**src/verilog/uart_string_macros.svh**
```systemverilog
/*
 * Shared constants for the framed string link.
 * UART_CLK_FREQ must match the real sys_clk. Baud rates that do not
 * divide it evenly are truncated to a whole number of clocks per bit.
 */
`ifndef UART_STRING_MACROS_SVH
`define UART_STRING_MACROS_SVH

// System clock in Hz
`define UART_CLK_FREQ 250_000_000

// Baud rate used when the top is not overridden
`define UART_BAUD_DEFAULT 115_200

// String buffer size in both directions
`define STR_MAX_BYTES 128
`define STR_WIDTH (`STR_MAX_BYTES * 8)

// Frame delimiter, ASCII '&'
`define FRAME_CHAR 8'h26

`endif

```
**src/verilog/uart_string_pkg.sv**
```systemverilog
/*
 * State types for the string framer, the deframer and the byte serializers.
 * Encodings are plain binary; nothing outside the RTL depends on them.
 */
`default_nettype none

package uart_string_pkg;

	// Transmit framer: "&&", payload, "&&", done
	typedef enum logic [2:0] {
		TX_IDLE    = 3'd0,
		TX_SIGN1   = 3'd1,  // First opening '&'
		TX_SIGN2   = 3'd2,  // Second opening '&'
		TX_CONTENT = 3'd3,  // Payload bytes
		TX_SIGN3   = 3'd4,  // First closing '&'
		TX_SIGN4   = 3'd5,  // Second closing '&'
		TX_FINISH  = 3'd6   // One-cycle done
	} tx_state_e;

	// Receive deframer, hunts for "&&" and stores until the next "&&"
	typedef enum logic [2:0] {
		RX_IDLE    = 3'd0,
		RX_SIGN1   = 3'd1,  // One '&' seen
		RX_SIGN2   = 3'd2,  // Opening pair complete
		RX_CONTENT = 3'd3,  // Storing payload
		RX_SIGN3   = 3'd4,  // '&' inside or closing
		RX_SIGN4   = 3'd5,  // Closing pair complete
		RX_FINISH  = 3'd6   // One-cycle done
	} rx_state_e;

	// Phase of one serial character
	typedef enum logic [1:0] {
		PH_IDLE  = 2'd0,
		PH_START = 2'd1,
		PH_DATA  = 2'd2,
		PH_STOP  = 2'd3
	} uart_phase_e;

endpackage

`default_nettype wire

```
**src/verilog/uart_tx.sv**
```systemverilog
/*
 * Byte serializer: start bit, 8 data bits LSB first, STOP_BITS stop bits.
 * tx_req is only legal while the serializer is idle; it is taken at once
 * and the start bit begins on the next edge. No parity.
 */
`include "uart_string_macros.svh"
`default_nettype none

module uart_tx #(
	parameter int BAUD_RATE = `UART_BAUD_DEFAULT,
	parameter int STOP_BITS = 2
) (
	input  wire       sys_clk,
	input  wire       sys_rst_n,
	input  wire [7:0] tx_data,
	input  wire       tx_req,
	output logic      tx,
	output logic      tx_done
);
	import uart_string_pkg::*;

	localparam int CLKS_PER_BIT = `UART_CLK_FREQ / BAUD_RATE;
	localparam int CNT_W = $clog2(CLKS_PER_BIT + 1);

	uart_phase_e      phase;
	logic [CNT_W-1:0] baud_cnt;
	logic [3:0]       bit_cnt;
	logic [7:0]       data_buf;
	logic             bit_end;

	assign bit_end = (baud_cnt == CNT_W'(CLKS_PER_BIT - 1));  // Last clock of a bit
	assign tx_done = (phase == PH_STOP) && bit_end && (bit_cnt == 4'(STOP_BITS - 1));

	always_ff @(posedge sys_clk) begin
		if (phase == PH_IDLE && tx_req)
			data_buf <= tx_data;
	end

	always_ff @(posedge sys_clk or negedge sys_rst_n) begin
		if (!sys_rst_n) begin
			phase    <= PH_IDLE;
			baud_cnt <= '0;
			bit_cnt  <= '0;
			tx       <= 1'b1;  // Line idles high
		end else begin
			baud_cnt <= bit_end ? '0 : baud_cnt + 1'b1;
			case (phase)
				PH_IDLE: begin
					baud_cnt <= '0;
					if (tx_req) begin
						phase <= PH_START;
						tx    <= 1'b0;  // Start bit
					end
				end
				PH_START: begin
					if (bit_end) begin
						phase   <= PH_DATA;
						bit_cnt <= '0;
						tx      <= data_buf[0];
					end
				end
				PH_DATA: begin
					if (bit_end) begin
						if (bit_cnt == 4'd7) begin
							phase   <= PH_STOP;
							bit_cnt <= '0;
							tx      <= 1'b1;
						end else begin
							bit_cnt <= bit_cnt + 4'd1;
							tx      <= data_buf[bit_cnt[2:0] + 3'd1];
						end
					end
				end
				PH_STOP: begin
					if (bit_end) begin
						if (tx_done) begin
							phase   <= PH_IDLE;
							bit_cnt <= '0;
						end else begin
							bit_cnt <= bit_cnt + 4'd1;
						end
					end
				end
				default: phase <= PH_IDLE;
			endcase
		end
	end

	// The framer waits for tx_done before the next request
	a_req_when_idle: assert property (@(posedge sys_clk) disable iff (!sys_rst_n)
		tx_req |-> (phase == PH_IDLE))
		else $error("uart_tx: request while a byte is in progress");

endmodule

`default_nettype wire

```
**config.mk**
```make
export PLATFORM = sky130hd
export DESIGN_NAME = uart_tx
export DESIGN_NICKNAME = d
export VERILOG_FILES = /design/src/verilog/uart_string_pkg.sv /design/src/verilog/uart_tx.sv
export VERILOG_INCLUDE_DIRS = /design/src /design/src/verilog
export SDC_FILE = /design/constraint.sdc
export NUM_CORES = 1
export LEC_CHECK = 0
export ABC_AREA = 1
export ABC_CLOCK_PERIOD_IN_PS = 1550
export BUFFER_PORTS_ARGS = -buffer_cell sky130_fd_sc_hd__buf_2
export CORE_AREA = 5 5 79 81
export DETAILED_ROUTE_END_ITERATION = 10
export DIE_AREA = 0 0 84 86
export PLACE_DENSITY = 0.44
export SLEW_MARGIN = 30
export SYNTH_ARGS = -nofsm -noshare
export SYNTH_HDL_FRONTEND = slang
export SYNTH_SLANG_ARGS = --single-unit
```
**constraint.sdc**
```tcl
create_clock -name sys_clk -period 1.55 [get_ports sys_clk]
set_clock_uncertainty 0.15 [all_clocks]
set_input_delay 0.31 -clock sys_clk [delete_from_list [all_inputs] [get_ports sys_clk]]
set_output_delay 0.31 -clock sys_clk [all_outputs]
set_load 0.03 [all_outputs]
```
==> flow_summary.yaml <==
worst_setup_path:
  r2r_end: "phase[0]"
  end_kind: "primary output"
  crit_chain: "inv_1 > ha_2 > nand3_2 > inv_2 > nand3_4 > nor4_4 > buf_6"
  critPathMaxStageDelay_ns: 0.39
  crit_fanout: 2
  cp.arrival_ns: 1.45
  cp-start-kind: "register"
  reg2reg_depth: 11
  crit_type: "register to primary output"
  r2r-start: "baud_cnt[1]"
  slowest_stage: "dfrtp_1"
  critical_path_required_ns: 1.09
  rrSetupSlack_ns: -0.30
routing:
  drt_pass1_iterations: 4
  wl_per_cell_um: 11.4
  vias: 1399
  drt-total-wl_um: 3710
  antenna_left: 0
  via_per_inst: 4.29
  drc_errors: 0
  drt_iter0_drc: 63
floorplan:
  die_h_um: 86
  rows: 27
  die_w_um: 84
  start_util: 0.295
  core_area_um2: 5410
  io_pins: 13
  die_area_um2: 7220
clocking:
  cts.sinks: 27
  clock_latency_ns: 0.28
  clock_path_buffers: 2
  clkSlewWorstSetupHoldPaths_ns: 0.10
  cts_root_buffer: "clkbuf_8"
  cts_buffers: 3
  cts_tree: "yes"
  htreeDepth: 1
outcome:
  run_status: "finished with violations"
  violations: "setup timing"
cells_and_area:
  drive_above_1_share: 0.421
  nets: 275
  n_antenna_cell: 0
  area_growth_pct: 46.5
  n_fill_cell: 569
  final_area_um2: 2340
pwr:
  power.internal_w: 0.00196
  comb_power_share: 0.571
  p_per_area_nw_per_um2: 1400
  ir_worst_vdd_v: 0.000757
  seq_power_share: 0.303
  static-leakage-power_nw: 1.08
  switching_share: 0.399
  clkPwrFrac: 0.126
  p_sw_w: 0.00130
global_route:
  grt_use_total: 0.109
  grt_pass1_vias: 1420
  grt.overflow.total: 0
  antenna_found_initial: 0
  grt_max_degree: 20
  grt_pass1_wl_um: 6380
min_path:
  holdPathStages: 1
  hold_path.class: "primary input to register"
  hold_path_end: "data_buf[5]"
  min-delay-start: "tx_data[5]"
yosys:
  synth.area.top_cells: "dfrtp_1, edfxtp_1, nand2_1, ha_1, nor2_1"
  yosys.area.top_type: "dfrtp_1"
  syn_inst: 193
  yosys.area.top_type_share: 0.282
  yosysUniqueCellTypes: 28
  postSynthRegisterBits: 27
  syn_area_per_cell_um2: 8.27
  synth_commonest_cells: "nand2_1, nor2_1, inv_1"
  synth_edf_count: 8
  syn_area_um2: 1600
  synthFlopType: "dfrtp_1"
  syn_nets: 213
  synth_most_common_cell: "nand2_1"
  synth-async-reset-ratio: 0.704
  ys_warn_count: 0
  ys_seq_area_frac: 0.449
timing:
  worst_pin_slew_ns: 0.460
  worst_slack_ns: -0.363
  tns_ns: -3.78
  fin_hold_ws_ns: 0.0511
  fin_crit_ns: 1.91
  max_slew_margin: 0.694
  setup_viol: 19
  min_period_over_period: 1.23
  hold_violations: 0
  rsz0062_at_grt: "yes"
  finalMaxSlewViolations: 0
  max_freq_mhz: 523
placement:
  port_buffers: 12
  gp_congestion: 0.796
  hpwl_um: 2840
  place_area_um2: 2060
flow_run:
  cap_violations: 0
-- worst max-delay path by stage --
| stage | slack (ns) | cells after the start | startpoint | end |
|---|---|---|---|---|
| finish | -0.36 | 7 | baud_cnt[1] | tx_done |
| global route | -0.52 | 7 | baud_cnt[1] | tx_done |
| CTS | -0.39 | 7 | baud_cnt[1] | tx_done |
| detailed placement | -0.19 | 10 | baud_cnt[1] | phase[0] |
| global placement | -0.16 | 10 | baud_cnt[1] | phase[0] |
| floorplan | -0.14 | 6 | baud_cnt[1] | tx_done |
-- registers in the layout, indices dropped and copies added, names as in the netlist --
signal / cells
bit_cnt: 4
tx: 1
phase: 2
baud_cnt: 12
data_buf: 8
-- cells by family after synthesis --
group,after synthesis,synth area share
simple gates,108,0.328
xor+xnor,4,0.0219
buf+inv,26,0.0643
compound gates,19,0.0666
fa+ha+maj,9,0.0705
flops,27,0.449
-- power groups by stage --
| stage | logic (W) | clock network (W) | registers (W) |
|---|---|---|---|
| after floorplan | 0.000882 | 0 | 0.00100 |
| final | 0.00186 | 0.000410 | 0.000990 |
| after global placement | 0.00154 | 0 | 0.000998 |
| after CTS | 0.00176 | 0.000436 | 0.000989 |
| after detailed placement | 0.00152 | 0 | 0.000997 |
| after global routing | 0.00210 | 0.000455 | 0.00100 |
-- cell usage in the layout, fill, tap and decap left out, types with 2 or more instances in the layout --
cell type  instances
inv_6              2
nor2_4             5
nor3_1             2
o21ai_2            4
clkbuf_8           3
nand2_2            5
edfxtp_1           8
nor2_1            23
o21ai_1            3
a21oi_2            3
nand3_2            2
nand2_1           45
a21oi_1            4
nand3_1           14
o21ai_0            2
inv_1             16
dfrtp_1           17
nand3_4            2
nand4_1            2
inv_2              6
ha_1               3
ha_4               5
buf_2             11
buf_4             39
xor2_1             2
buf_6              7
xnor2_1            2
-- area by class of cell --
class,instances,area [um^2],area share
timing repair buffer,59,457,0.195
clock inverter,1,5.00,0.00214
inverter,24,100,0.0428
clock buffer,3,41.3,0.0177
sequential,27,718,0.307
tap,72,90.1,0.0385
multi-input combinational,140,927,0.396
-- worst max-delay path: cells and delay by family, from the launching register on --
| kind | cells | cell delay [ns] |
|---|---|---|
| fa+ha+maj | 1 | 0.18 |
| simple gates | 3 | 0.31 |
| flops | 1 | 0.39 |
| buf+inv | 3 | 0.29 |
-- stage by stage --
step                power [W]  std cells  setup WS, ns  utilization
detailed placement    0.00252        313        -0.195        0.382
global route          0.00356        326        -0.519        0.433
global placement      0.00254        313        -0.157        0.382
floorplan             0.00188        193        -0.135            -
CTS                   0.00319        322        -0.388        0.419
finish                0.00326        326        -0.363        0.433
-- routing by layer --
metal  share of wire  global-route usage  up-vias
met5               0                   0        -
met4           0.015              0.0395        0
met3           0.019              0.0115        5
met2            0.45               0.170       14
met1            0.52               0.156      637
li1                -                   -      743
-- repair_timing --
| item | CTS | global route |
|---|---|---|
| buffers inserted | 4 | 5 |
| endpoints found under the hold margin | 18 | 0 |
| hold buffers | 1 | 0 |
| pin swaps | 10 | 10 |
| endpoints found under the setup margin | 19 | 28 |
| resized for setup | 30 | 19 |
Power figures use the tool's default switching activity.
