## config.mk

```make
export PLATFORM = sky130hd
export DESIGN_NAME = uart_rx
export DESIGN_NICKNAME = d
export VERILOG_FILES = /design/src/verilog/uart_string_pkg.sv /design/src/verilog/uart_rx.sv
export VERILOG_INCLUDE_DIRS = /design/src /design/src/verilog
export SDC_FILE = /design/constraint.sdc
export NUM_CORES = 1
export LEC_CHECK = 0
export ABC_CLOCK_PERIOD_IN_PS = 2800
export CAP_MARGIN = 40
export CORE_ASPECT_RATIO = 1.5
export CORE_UTILIZATION = 30
export DETAILED_ROUTE_END_ITERATION = 7
export DONT_BUFFER_PORTS = 1
export GPL_ROUTABILITY_DRIVEN = 0
export GPL_TIMING_DRIVEN = 0
export PLACE_DENSITY = 0.44
export SKIP_LAST_GASP = 1
export SYNTH_ARGS = -nofsm -noshare
export SYNTH_HDL_FRONTEND = slang
export SYNTH_SLANG_ARGS = --single-unit
```

## constraint.sdc

```tcl
create_clock -name sys_clk -period 2.8 [get_ports sys_clk]
set_input_delay 0.56 -clock sys_clk [delete_from_list [all_inputs] [get_ports sys_clk]]
set_output_delay 0.56 -clock sys_clk [all_outputs]
set_load 0.02 [all_outputs]
```

## src/verilog/uart_string_macros.svh

```systemverilog
/*
 * Shared constants for the framed string link.
 * UART_CLK_FREQ must match the real sys_clk. Baud rates that do not
 * divide it evenly are truncated to a whole number of clocks per bit.
 */
`ifndef UART_STRING_MACROS_SVH
`define UART_STRING_MACROS_SVH

// System clock in Hz
`define UART_CLK_FREQ 250_000_000

// Baud rate used when the top is not overridden
`define UART_BAUD_DEFAULT 115_200

// String buffer size in both directions
`define STR_MAX_BYTES 128
`define STR_WIDTH (`STR_MAX_BYTES * 8)

// Frame delimiter, ASCII '&'
`define FRAME_CHAR 8'h26

`endif

```

## src/verilog/uart_string_pkg.sv

```systemverilog
/*
 * State types for the string framer, the deframer and the byte serializers.
 * Encodings are plain binary; nothing outside the RTL depends on them.
 */
`default_nettype none

package uart_string_pkg;

	// Transmit framer: "&&", payload, "&&", done
	typedef enum logic [2:0] {
		TX_IDLE    = 3'd0,
		TX_SIGN1   = 3'd1,  // First opening '&'
		TX_SIGN2   = 3'd2,  // Second opening '&'
		TX_CONTENT = 3'd3,  // Payload bytes
		TX_SIGN3   = 3'd4,  // First closing '&'
		TX_SIGN4   = 3'd5,  // Second closing '&'
		TX_FINISH  = 3'd6   // One-cycle done
	} tx_state_e;

	// Receive deframer, hunts for "&&" and stores until the next "&&"
	typedef enum logic [2:0] {
		RX_IDLE    = 3'd0,
		RX_SIGN1   = 3'd1,  // One '&' seen
		RX_SIGN2   = 3'd2,  // Opening pair complete
		RX_CONTENT = 3'd3,  // Storing payload
		RX_SIGN3   = 3'd4,  // '&' inside or closing
		RX_SIGN4   = 3'd5,  // Closing pair complete
		RX_FINISH  = 3'd6   // One-cycle done
	} rx_state_e;

	// Phase of one serial character
	typedef enum logic [1:0] {
		PH_IDLE  = 2'd0,
		PH_START = 2'd1,
		PH_DATA  = 2'd2,
		PH_STOP  = 2'd3
	} uart_phase_e;

endpackage

`default_nettype wire

```

## src/verilog/uart_rx.sv

```systemverilog
/*
 * Byte receiver, 8 data bits LSB first, no parity.
 * The start bit is confirmed at half a bit; data and stop bits are sampled
 * at their middle. A low stop bit drops the byte silently.
 * rx_vld is a one-cycle pulse with rx_data valid in the same cycle.
 */
`include "uart_string_macros.svh"
`default_nettype none

module uart_rx #(
	parameter int BAUD_RATE = `UART_BAUD_DEFAULT,
	parameter int STOP_BITS = 1
) (
	input  wire        sys_clk,
	input  wire        sys_rst_n,
	input  wire        rx,
	output logic [7:0] rx_data,
	output logic       rx_vld
);
	import uart_string_pkg::*;

	localparam int CLKS_PER_BIT = `UART_CLK_FREQ / BAUD_RATE;
	localparam int HALF_BIT = CLKS_PER_BIT / 2;
	localparam int CNT_W = $clog2(CLKS_PER_BIT + 1);

	uart_phase_e      phase;
	logic [2:0]       rx_sync;  // Two sync stages plus previous value
	logic [CNT_W-1:0] baud_cnt;
	logic [3:0]       bit_cnt;
	logic [7:0]       shreg;
	logic             line;
	logic             fall;
	logic             half_end;
	logic             bit_end;
	logic             stop_ok;

	assign line     = rx_sync[1];
	assign fall     = rx_sync[2] & ~rx_sync[1];
	assign half_end = (baud_cnt == CNT_W'(HALF_BIT - 1));
	assign bit_end  = (baud_cnt == CNT_W'(CLKS_PER_BIT - 1));  // Middle of the bit after start
	assign stop_ok  = (phase == PH_STOP) && bit_end && line &&
		(bit_cnt == 4'(STOP_BITS - 1));

	always_ff @(posedge sys_clk) begin
		if (phase == PH_DATA && bit_end)
			shreg <= {line, shreg[7:1]};  // LSB arrives first
		if (stop_ok)
			rx_data <= shreg;
	end

	always_ff @(posedge sys_clk or negedge sys_rst_n) begin
		if (!sys_rst_n) begin
			rx_sync  <= 3'b111;
			phase    <= PH_IDLE;
			baud_cnt <= '0;
			bit_cnt  <= '0;
			rx_vld   <= 1'b0;
		end else begin
			rx_sync  <= {rx_sync[1:0], rx};
			rx_vld   <= stop_ok;
			baud_cnt <= baud_cnt + 1'b1;
			case (phase)
				PH_IDLE: begin
					baud_cnt <= '0;
					if (fall)
						phase <= PH_START;
				end
				PH_START: begin
					if (half_end) begin
						baud_cnt <= '0;
						bit_cnt  <= '0;
						phase    <= line ? PH_IDLE : PH_DATA;  // Glitch goes back to hunting
					end
				end
				PH_DATA: begin
					if (bit_end) begin
						baud_cnt <= '0;
						if (bit_cnt == 4'd7) begin
							phase   <= PH_STOP;
							bit_cnt <= '0;
						end else begin
							bit_cnt <= bit_cnt + 4'd1;
						end
					end
				end
				PH_STOP: begin
					if (bit_end) begin
						baud_cnt <= '0;
						if (!line || stop_ok)
							phase <= PH_IDLE;  // Framing error or byte complete
						else
							bit_cnt <= bit_cnt + 4'd1;
					end
				end
				default: phase <= PH_IDLE;
			endcase
		end
	end

endmodule

`default_nettype wire

```

==> run_results.csv, run 1 <==
group,metric,value,unit
routing,dr.pass1.iters,4,
setup_path,setup.worst_path.start_class,"flop",
synthesis,synth-warning-count,0,
setup_path,r2r.worst_path.cells,5,
routing,via_per_inst,5.070,
finish,syn2layout_area_growth,15.44,%
global_route,grtUsageMet3,0.03883,
sta,fin_crit,2.339,ns
cts,cts.sinks,38,
synthesis,ys_seq_area_frac,0.6081,
synthesis,synth.area.top_cells,"edfxtp_1, dfrtp_1, dfstp_2, ha_1, xor2_1",
routing,route.detailed.drc,0,
global_route,grt_busiest_layer,"met2",
setup_path,critPathRequiredTime,2.73,ns
flow_run,maxCapViolCount,0,
power_and_ir_drop,leakage,0.7500,nW
sta,rsz0062_at_grt,"false",
setup_path,cp_cell_sequence,"inv_1 -> ha_1 -> nand4b_4 -> or4_4 -> nor2_1",
die,die_x,63.50,um
cts,cts_tree,"yes",
die,core_region_area,5450,um2
cts,cts_buffers,5,
setup_path,r2r_slack,0.46,ns
synthesis,postSynthCellCount,135,
power_and_ir_drop,p_switching,340.1,uW
setup_path,slowest_delay,0.58,ns
synthesis,ys_top_cells_by_count,"dfrtp_1, edfxtp_1, nor2_1",
routing,via_count,1090,
setup_path,r2r_start,"baud_cnt[1]",
synthesis,synth_nets,143,
routing,antenna_left,0,
finish,final_design_area_no_fill,1964,um2
worst_hold_path,hp-class,"in2async",
finish,antenna_cells,0,
global_route,overflow,0,
status,outcome,"finished clean",
synthesis,synth-async-reset-ratio,0.5789,
placement,port-buffer-count,0,
sta,max_freq,427.5,MHz
setup_path,r2r-end,"shreg[2]",
placement,hpwl,2276,um
sta,setup_viol,0,
global_route,grt_antenna_before_repair,0,
power_and_ir_drop,ir_worst_vdd,0.2673,mV
die,core.rowCount,33,
setup_path,slowest_stage,"or4_4",
power_and_ir_drop,swShare,0.2485,
placement,placed_area,1789,um2
cts,cts_max_level,2,
die,initial_core_util,0.3122,
synthesis,yosysMostFrequentCell,"dfrtp_1",
die,die_y,94.24,um
sta,post-route-period-util,0.8354,
sta,maxSlewViolCount,0,
power_and_ir_drop,p_clk_frac,0.411,
synthesis,ys_seq_elements,38,
cts,root_buffer,"clkbuf_8",
power_and_ir_drop,seqPwrFrac,0.461,
power_and_ir_drop,intPower,1.029,mW
setup_path,crit_path_end_kind,"flop",
global_route,grt_use_met1,0.1342,
setup_path,arrival,2.26,ns
sta,final-hold-violation-count,0,
routing,totalWireLength,3287,um
die,ios,12,
global_route,grt_max_degree,20,
sta,setup_tns,0,ns
global_route,grt_pass1_vias,1148,
global_route,use_met2,0.2252,
synthesis,synth_top_area_share,0.2824,
setup_path,worstSetupPathType,"reg2reg",
routing,drt_iter0_markers,48,
synthesis,postSynthAreaPerCell,12.60,um2
cts,cts_buffer_depth,2,
sta,finClkSkew,0.009716,ns
routing,avgRoutedWirePerCell,15.29,um
cts,clock_latency,0.30,ns
power_and_ir_drop,power.density,696.7,nW/um2
finish,drive_gt1_frac,0.1448,
synthesis,netlist-cell-type-count,44,
die,dieArea,5984,um2
setup_path,cp_max_fo,8,
synthesis,yosysTopAreaCell,"edfxtp_1",
synthesis,syn-cell-area,1702,um2
synthesis,synth-edff-count,16,
sta,tightest_slew,0.6700,ns
global_route,grt_pass1_wl,5589,um
global_route,globalRouteTotalUtil,0.1247,
synthesis,ys.flop_type,"dfrtp_1",
cts,postCtsSetupBuffers,0,
finish,nNetsFinal,152,
power_and_ir_drop,combPwrFrac,0.127,
cts,clk_pin_slew,0.08,ns
sta,max_slew_margin,0.5517,
layout by cell type (no fill, tap or decap), types with 4 or more instances in the layout:
master    instances
xnor2_1           4
a21oi_1           4
inv_1            10
nand3_1           5
ha_1              5
nand2_1           4
nand4_1           4
edfxtp_1         16
nor2_1           13
xor2_1            6
clkbuf_8          5
dfrtp_1          19
worst max-delay path, delay by kind of cell (launching register included):
family | cells | cell delay [ns]
DFF | 1 | 0.42
and+or+nand+nor | 3 | 1.27
adders and majority gates | 1 | 0.19
buffers and inverters | 1 | 0.10
final cells by class:
type,count,area (um2)
Buffer,4,20.02
Inverter,10,37.54
Multi-Input combinational cell,83,609.3
Sequential cell,38,1035
Clock buffer,5,68.82
Clock inverter,3,68.82
Tap cell,70,87.58
Timing Repair Buffer,2,37.54
Fill cell,567,3486
metal layers:
layer  share of wire  routed length (um)
met1            0.39                1267
met4           0.016                  53
met2            0.57                1869
met3           0.029                  96
met5               0                   0
kinds of logic after synthesis:
logic type	Yosys count	share of synthesized area
xor+xnor	10	0.05147
fa+ha+maj	5	0.03676
mux	1	0.005883
flops	38	0.6081
simple gates	50	0.1949
buf+inv	14	0.03383
compound gates	17	0.06912
state kept, by name, summed over array words and instances, names as in the netlist, named ones only:
register / flops
baud_cnt: 12
rx_data: 8
shreg: 8
bit_cnt: 4
rx_sync: 3
phase: 1
rx_vld: 1
how the worst max path moves through the flow:
stage,from,to,slack [ns],cells after the start
global placement,baud_cnt[1],shreg[7],0.52,5
detailed placement,baud_cnt[1],shreg[0],0.36,5
finish,baud_cnt[1],shreg[2],0.46,5
floorplan,baud_cnt[1],shreg[0],0.74,5
global route,baud_cnt[1],shreg[7],0.28,5
CTS,baud_cnt[1],shreg[2],0.40,5
metrics by stage:
step	instances	hold WS [ns]	power, mW	utilization	worst slack [ns]
3_5_place_dp	205	0.2650	0.8092	0.3283	0.3554
4_1_cts	214	0.09457	1.382	0.3554	0.3987
2_1_floorplan	135	0.2644	0.7620	-	0.7397
6_report	215	0.1031	1.369	0.3604	0.4609
5_1_grt	215	0.08591	1.431	0.3604	0.2769
3_3_place_gp	205	0.2650	0.8013	0.3283	0.5151
repair_timing:
action,CTS,global route
gates resized for setup,0,0
hold buffers,1,0
hold endpoints to repair,19,0
power by group through the flow:
| stage | sequential, mW | clock [mW] | combinational [mW] |
|---|---|---|---|
| finish | 0.631 | 0.563 | 0.174 |
| global route | 0.635 | 0.594 | 0.201 |
| CTS | 0.632 | 0.577 | 0.174 |
| detailed placement | 0.643 | 0 | 0.166 |
| global placement | 0.642 | 0 | 0.159 |
| floorplan | 0.636 | 0 | 0.126 |
No activity file was read; power rests on OpenSTA's default activity.
==> run 2: changes to the inputs <==
--- a/config.mk
+++ b/config.mk
@@ -6,7 +6,7 @@
 export SDC_FILE = /design/constraint.sdc
 export NUM_CORES = 1
 export LEC_CHECK = 0
-export ABC_CLOCK_PERIOD_IN_PS = 2800
+export ABC_CLOCK_PERIOD_IN_PS = 2300
 export CAP_MARGIN = 40
 export CORE_ASPECT_RATIO = 1.5
 export CORE_UTILIZATION = 30
==> constraint.sdc (replaced) <==
create_clock -name sys_clk -period 2.3 [get_ports sys_clk]
set_input_delay 0.46 -clock sys_clk [delete_from_list [all_inputs] [get_ports sys_clk]]
set_output_delay 0.46 -clock sys_clk [all_outputs]
set_load 0.02 [all_outputs]
==> run 2 against run 1 <==
Compared with the run above:
- combinational power up 23%
- total power increased by 22%
- first-iteration DRC count stayed put
- critical endpoint is now shreg[3]
- sequential power up 22%
- register-to-register slack got worse by 0.32 ns
- worst setup slack got worse by 0.32 ns
- die area is the same
- hold slack improved by 0.056 ns
- critical path type unchanged
==> run_results.csv, run 2 (synthesized netlist as in run 1, its figures left out) <==
group,metric,value,unit
finish,drive_gt1_frac,0.1586,
sta,setup_viol,0,
setup_path,cp_max_fo,8,
finish,final_cell_mix,"dfrtp_1, edfxtp_1, nor2_1",
die,die_y,94.24,um
routing,totalWireLength,3287,um
cts,cts_buffers,5,
routing,drt_iter0_markers,48,
routing,avgRoutedWirePerCell,15.29,um
global_route,grt_pass1_vias,1135,
cts,cts_tree,"yes",
power_and_ir_drop,ir_worst_vdd,0.3253,mV
routing,via_per_inst,5.126,
sta,final-hold-violation-count,0,
finish,final_core_util,0.3611,
setup_path,worstSetupPathType,"reg2reg",
sta,max_slew_margin,0.6527,
die,core_region_area,5450,um2
cts,root_buffer,"clkbuf_8",
power_and_ir_drop,total_power,1.668,mW
sta,hold_slack,0.1595,ns
setup_path,crit_buf_inv,1,
die,dieArea,5984,um2
routing,antenna_left,0,
finish,final_design_area_no_fill,1968,um2
cts,clock_latency,0.29,ns
global_route,grt_antenna_before_repair,0,
die,ios,12,
cts,cts.sinks,38,
sta,post-route-period-util,0.9391,
die,initial_core_util,0.3122,
worst_hold_path,min_path_cells,0,
setup_path,crit_path_end_kind,"flop",
die,core.rowCount,33,
setup_path,critPathRequiredTime,2.25,ns
cts,cts_max_level,2,
setup_path,slowest_stage,"or4_4",
cts,clk_pin_slew,0.08,ns
flow_run,maxCapViolCount,0,
finish,fill_cells,566,
sta,max_freq,463.0,MHz
global_route,grt_pass1_wl,5499,um
global_route,overflow,0,
global_route,grt_max_degree,23,
power_and_ir_drop,leakage,0.7497,nW
finish,multi_input_area,613.1,um2
routing,dr.pass1.iters,4,
worst_hold_path,hp-class,"in2reg",
sta,rsz0062_at_grt,"false",
setup_path,arrival,2.11,ns
finish,max_flop_register,"baud_cnt",
die,die_x,63.50,um
setup_path,slowest_delay,0.58,ns
cts,cts_buffer_depth,2,
finish,layout_commonest_cell,"dfrtp_1",
routing,route.detailed.drc,0,
placement,port-buffer-count,0,
placement,hpwl,2276,um
finish,syn2layout_area_growth,15.66,%
power_and_ir_drop,power.density,847.7,nW/um2
sta,tightest_slew,0.5162,ns
routing,via_count,1102,
sta,maxSlewViolCount,0,
global_route,globalRouteTotalUtil,0.1229,
setup_path,cp_cell_sequence,"inv_1 -> ha_1 -> nand4b_4 -> or4_4 -> nor2_2",
placement,placed_area,1789,um2
setup_path,critical-path-top-delay-family,"simple AND/OR/NAND/NOR gates",
setup_path,setup.worst_path.start_class,"flop",
status,outcome,"finished clean",
cts,postCtsSetupBuffers,0,
finish,nNetsFinal,152,
finish,reg_top3,"baud_cnt (12), rx_data (8), shreg (8)",
finish,largest_register_ffs,12,
setup_path,cp_num_cells,5,
sta,finClkSkew,0.008216,ns
finish,final-seq-area,1035,um2
setup_path,r2r.worst_path.cells,5,
finish,antenna_cells,0,
sta,fin_crit,2.160,ns
-- run 2: path summary, 6_finish.rpt --
kind | end | slack [ns] | from
max | shreg[3] | 0.14 | baud_cnt[1]
min | rx_sync[0] | 0.16 | rx
max reg2reg | shreg[3] | 0.14 | baud_cnt[1]
min reg2reg | rx_sync[1] | 0.36 | rx_sync[0]
max in group asynchronous | rx_sync[2] | 1.22 | sys_rst_n
min in group asynchronous | baud_cnt[0] | 0.56 | sys_rst_n
-- run 2: through the flow --
stage                     TNS (ns)  std cells  setup WS [ns]
after floorplan                  0        135         0.2397
after global placement           0        205        0.01510
after detailed placement    -1.156        205        -0.1446
after CTS                        0        214        0.03674
after global routing             0        215        0.02010
final                            0        215         0.1400
-- run 2: repair_timing --
action	4_1_cts	5_1_grt
gates resized for setup	1	1
hold buffers	1	0
endpoints found under the setup margin	8	8
pin swaps	0	0
endpoints found under the hold margin	22	0
-- run 2: per-layer routing --
metal | GRT usage | part of all wire | vias up
li1 | - | - | 512
met1 | 0.1304 | 0.39 | 556
met2 | 0.2234 | 0.56 | 30
met3 | 0.03883 | 0.035 | 4
met4 | 0.04545 | 0.015 | 0
met5 | 0 | 0 | -
-- run 2: power breakdown --
part	internal [mW]	switching, mW	total (mW)
registers	0.736	0.0322	0.769
logic	0.0813	0.133	0.214
clock network	0.435	0.251	0.686
-- run 2: layout make-up --
cell class,instances,share of cell area
repair buffers,2,0.01907
flip-flops and latches,38,0.5257
plain buffers,4,0.01017
clock buffers,5,0.03496
clock inverters,3,0.03496
well taps,70,0.04450
multi-input cells,83,0.3115
inverters,10,0.01907
==> run 3: changes to the inputs <==
--- a/config.mk
+++ b/config.mk
@@ -8,13 +8,15 @@
 export LEC_CHECK = 0
 export ABC_CLOCK_PERIOD_IN_PS = 2300
 export CAP_MARGIN = 40
+export CELL_PAD_IN_SITES_DETAIL_PLACEMENT = 0
+export CELL_PAD_IN_SITES_GLOBAL_PLACEMENT = 1
 export CORE_ASPECT_RATIO = 1.5
-export CORE_UTILIZATION = 30
+export CORE_UTILIZATION = 40
 export DETAILED_ROUTE_END_ITERATION = 7
 export DONT_BUFFER_PORTS = 1
 export GPL_ROUTABILITY_DRIVEN = 0
 export GPL_TIMING_DRIVEN = 0
-export PLACE_DENSITY = 0.44
+export PLACE_DENSITY = 0.64
 export SKIP_LAST_GASP = 1
 export SYNTH_ARGS = -nofsm -noshare
 export SYNTH_HDL_FRONTEND = slang
==> run 3 against run 2 <==
Compared with the run above:
- worst setup slack worse by 0.0036 ns
- total power fell by 8.5%
- first-iteration DRC count shrank 52%
- largest cell class unchanged
- non-clock buffer count is 1 higher
- maximum frequency is 0.17% lower
==> run_results.csv, run 3 (synthesized netlist as in run 1, its figures left out) <==
group,metric,value,unit
setup_path,cp_max_fo,9,
setup_path,slowest_stage,"or4_1",
sta,final-hold-violation-count,0,
power_and_ir_drop,total_power,1.526,mW
cts,cts_buffer_depth,2,
die,ios,12,
setup_path,setup.worst_path.start_class,"flop",
setup_path,r2r-end,"rx_data[3]",
routing,route.detailed.drc,0,
finish,antenna_cells,0,
finish,max_flop_register,"baud_cnt",
routing,via_count,1078,
power_and_ir_drop,seqPwrFrac,0.505,
placement,port-buffer-count,0,
power_and_ir_drop,leakage,0.7368,nW
worst_hold_path,hp-class,"in2reg",
setup_path,r2r.worst_path.cells,3,
finish,multi_input_area,611.8,um2
power_and_ir_drop,combPwrFrac,0.135,
global_route,grt_antenna_before_repair,0,
routing,dr.pass1.iters,4,
routing,antenna_left,0,
power_and_ir_drop,swShare,0.2566,
setup_path,cp_num_cells,3,
routing,avgRoutedWirePerCell,16.47,um
power_and_ir_drop,intPower,1.134,mW
sta,max_freq,462.2,MHz
setup_path,arrival,2.12,ns
global_route,grt_pass1_wl,5533,um
flow_run,maxCapViolCount,0,
status,outcome,"finished clean",
cts,cts_max_level,2,
power_and_ir_drop,p_clk_frac,0.360,
die,die_x,55.26,um
power_and_ir_drop,p_switching,391.5,uW
cts,cts_tree,"yes",
power_and_ir_drop,power.density,802.9,nW/um2
cts,cts.sinks,38,
setup_path,worstSetupPathType,"reg2reg",
global_route,grt_max_degree,20,
sta,hold_slack,0.1616,ns
cts,cts_buffers,5,
sta,finClkSkew,0.006138,ns
sta,fin_crit,2.164,ns
routing,totalWireLength,3146,um
setup_path,critPathRequiredTime,2.26,ns
die,dieArea,4524,um2
finish,fill_cells,380,
setup_path,cp-endpoint,"rx_data[3]",
sta,maxSlewViolCount,0,
setup_path,crit_path_end_kind,"flop",
finish,layout_commonest_cell,"dfrtp_1",
global_route,overflow,0,
global_route,grt_pass1_vias,1094,
sta,tightest_slew,0.5252,ns
setup_path,r2r_start,"baud_cnt[9]",
power_and_ir_drop,ir_worst_vdd,0.4967,mV
worst_hold_path,hp-start,"rx",
routing,via_per_inst,5.644,
global_route,globalRouteTotalUtil,0.1637,
setup_path,r2r_slack,0.14,ns
finish,nNetsFinal,153,
die,initial_core_util,0.4261,
die,die_y,81.88,um
cts,clock_latency,0.29,ns
die,core_region_area,3994,um2
finish,largest_register_ffs,12,
sta,post-route-period-util,0.9407,
sta,setup_tns,0,ns
finish,drive_gt1_frac,0.1507,
finish,final_cell_mix,"dfrtp_1, edfxtp_1, nor2_1",
sta,rsz0062_at_grt,"false",
setup_path,critical-path-top-delay-family,"simple AND/OR/NAND/NOR gates",
cts,postCtsSetupBuffers,0,
sta,setup_viol,0,
setup_path,cp_cell_sequence,"or4_1 -> nor4_2 -> and4_1",
routing,drt_iter0_markers,23,
setup_path,crit_buf_inv,0,
finish,final-seq-area,1035,um2
setup_path,critPathLaunch,"baud_cnt[9]",
die,core.rowCount,28,
cts,clk_pin_slew,0.07,ns
finish,syn2layout_area_growth,11.69,%
placement,hpwl,2267,um
sta,max_slew_margin,0.6466,
setup_path,slowest_delay,0.53,ns
cts,root_buffer,"clkbuf_8",
finish,reg_top3,"baud_cnt (12), rx_data (8), shreg (8)",
==> run 3: changes by cell type in the layout (fill, tap and decap cells not counted), sizes merged <==
cell         delta
dlygate4sd3     +1
clkinv          +1
bufinv          -1
==> run 3: layout make-up <==
cell class                 count  share of cell area
timing repair buffer           3             0.01646
clock buffer                   5             0.03621
buffer                         4             0.01053
sequential                    38              0.5444
multi-input combinational     83              0.3219
tap                           45             0.02962
inverter                      10             0.01975
clock inverter                 3             0.02107
==> run 3: what timing repair did <==
action / 4_1_cts / 5_1_grt
endpoints found under the setup margin: 8 / 0
gates resized for setup: 1 / 0
hold buffers: 1 / 1
endpoints found under the hold margin: 19 / 3
==> run 3: how the worst min path moves through the flow <==
stage / end / slack, ns / cells past startpoint
6_report: rx_sync[0] / 0.16 / 0
5_1_grt: rx_sync[0] / 0.15 / 0
4_1_cts: rx_sync[1] / 0.001 / 0
3_5_place_dp: phase[0] / 0.17 / 0
3_3_place_gp: phase[0] / 0.17 / 0
2_1_floorplan: asynchronous set/reset pin / 0.16 / 0
==> run 3: metal layers <==
layer  up-vias  GRT usage  part of all wire
met5         -          0                 0
met4         0    0.08750             0.018
met3         6    0.04409             0.031
met2        30     0.2880              0.53
met1       527     0.1808              0.42
li1        515          -                 -
==> run 3: power by group through the flow <==
| stage | Sequential (mW) | Clock [mW] | Combinational [mW] |
|---|---|---|---|
| 6_report | 0.770 | 0.549 | 0.206 |
| 5_1_grt | 0.776 | 0.595 | 0.237 |
| 4_1_cts | 0.771 | 0.563 | 0.206 |
| 3_5_place_dp | 0.785 | 0 | 0.196 |
| 3_3_place_gp | 0.782 | 0 | 0.193 |
| 2_1_floorplan | 0.775 | 0 | 0.153 |
==> run 3: through the flow <==
| step | setup slack, ns | area, um2 | util | std cells |
|---|---|---|---|---|
| floorplan | 0.2397 | 1702 | - | 135 |
| global placement | 0.03431 | 1758 | 0.4402 | 180 |
| detailed placement | -0.02428 | 1758 | 0.4402 | 180 |
| CTS | 0.09392 | 1879 | 0.4706 | 189 |
| global route | 0.01787 | 1901 | 0.4759 | 191 |
| finish | 0.1364 | 1901 | 0.4759 | 191 |
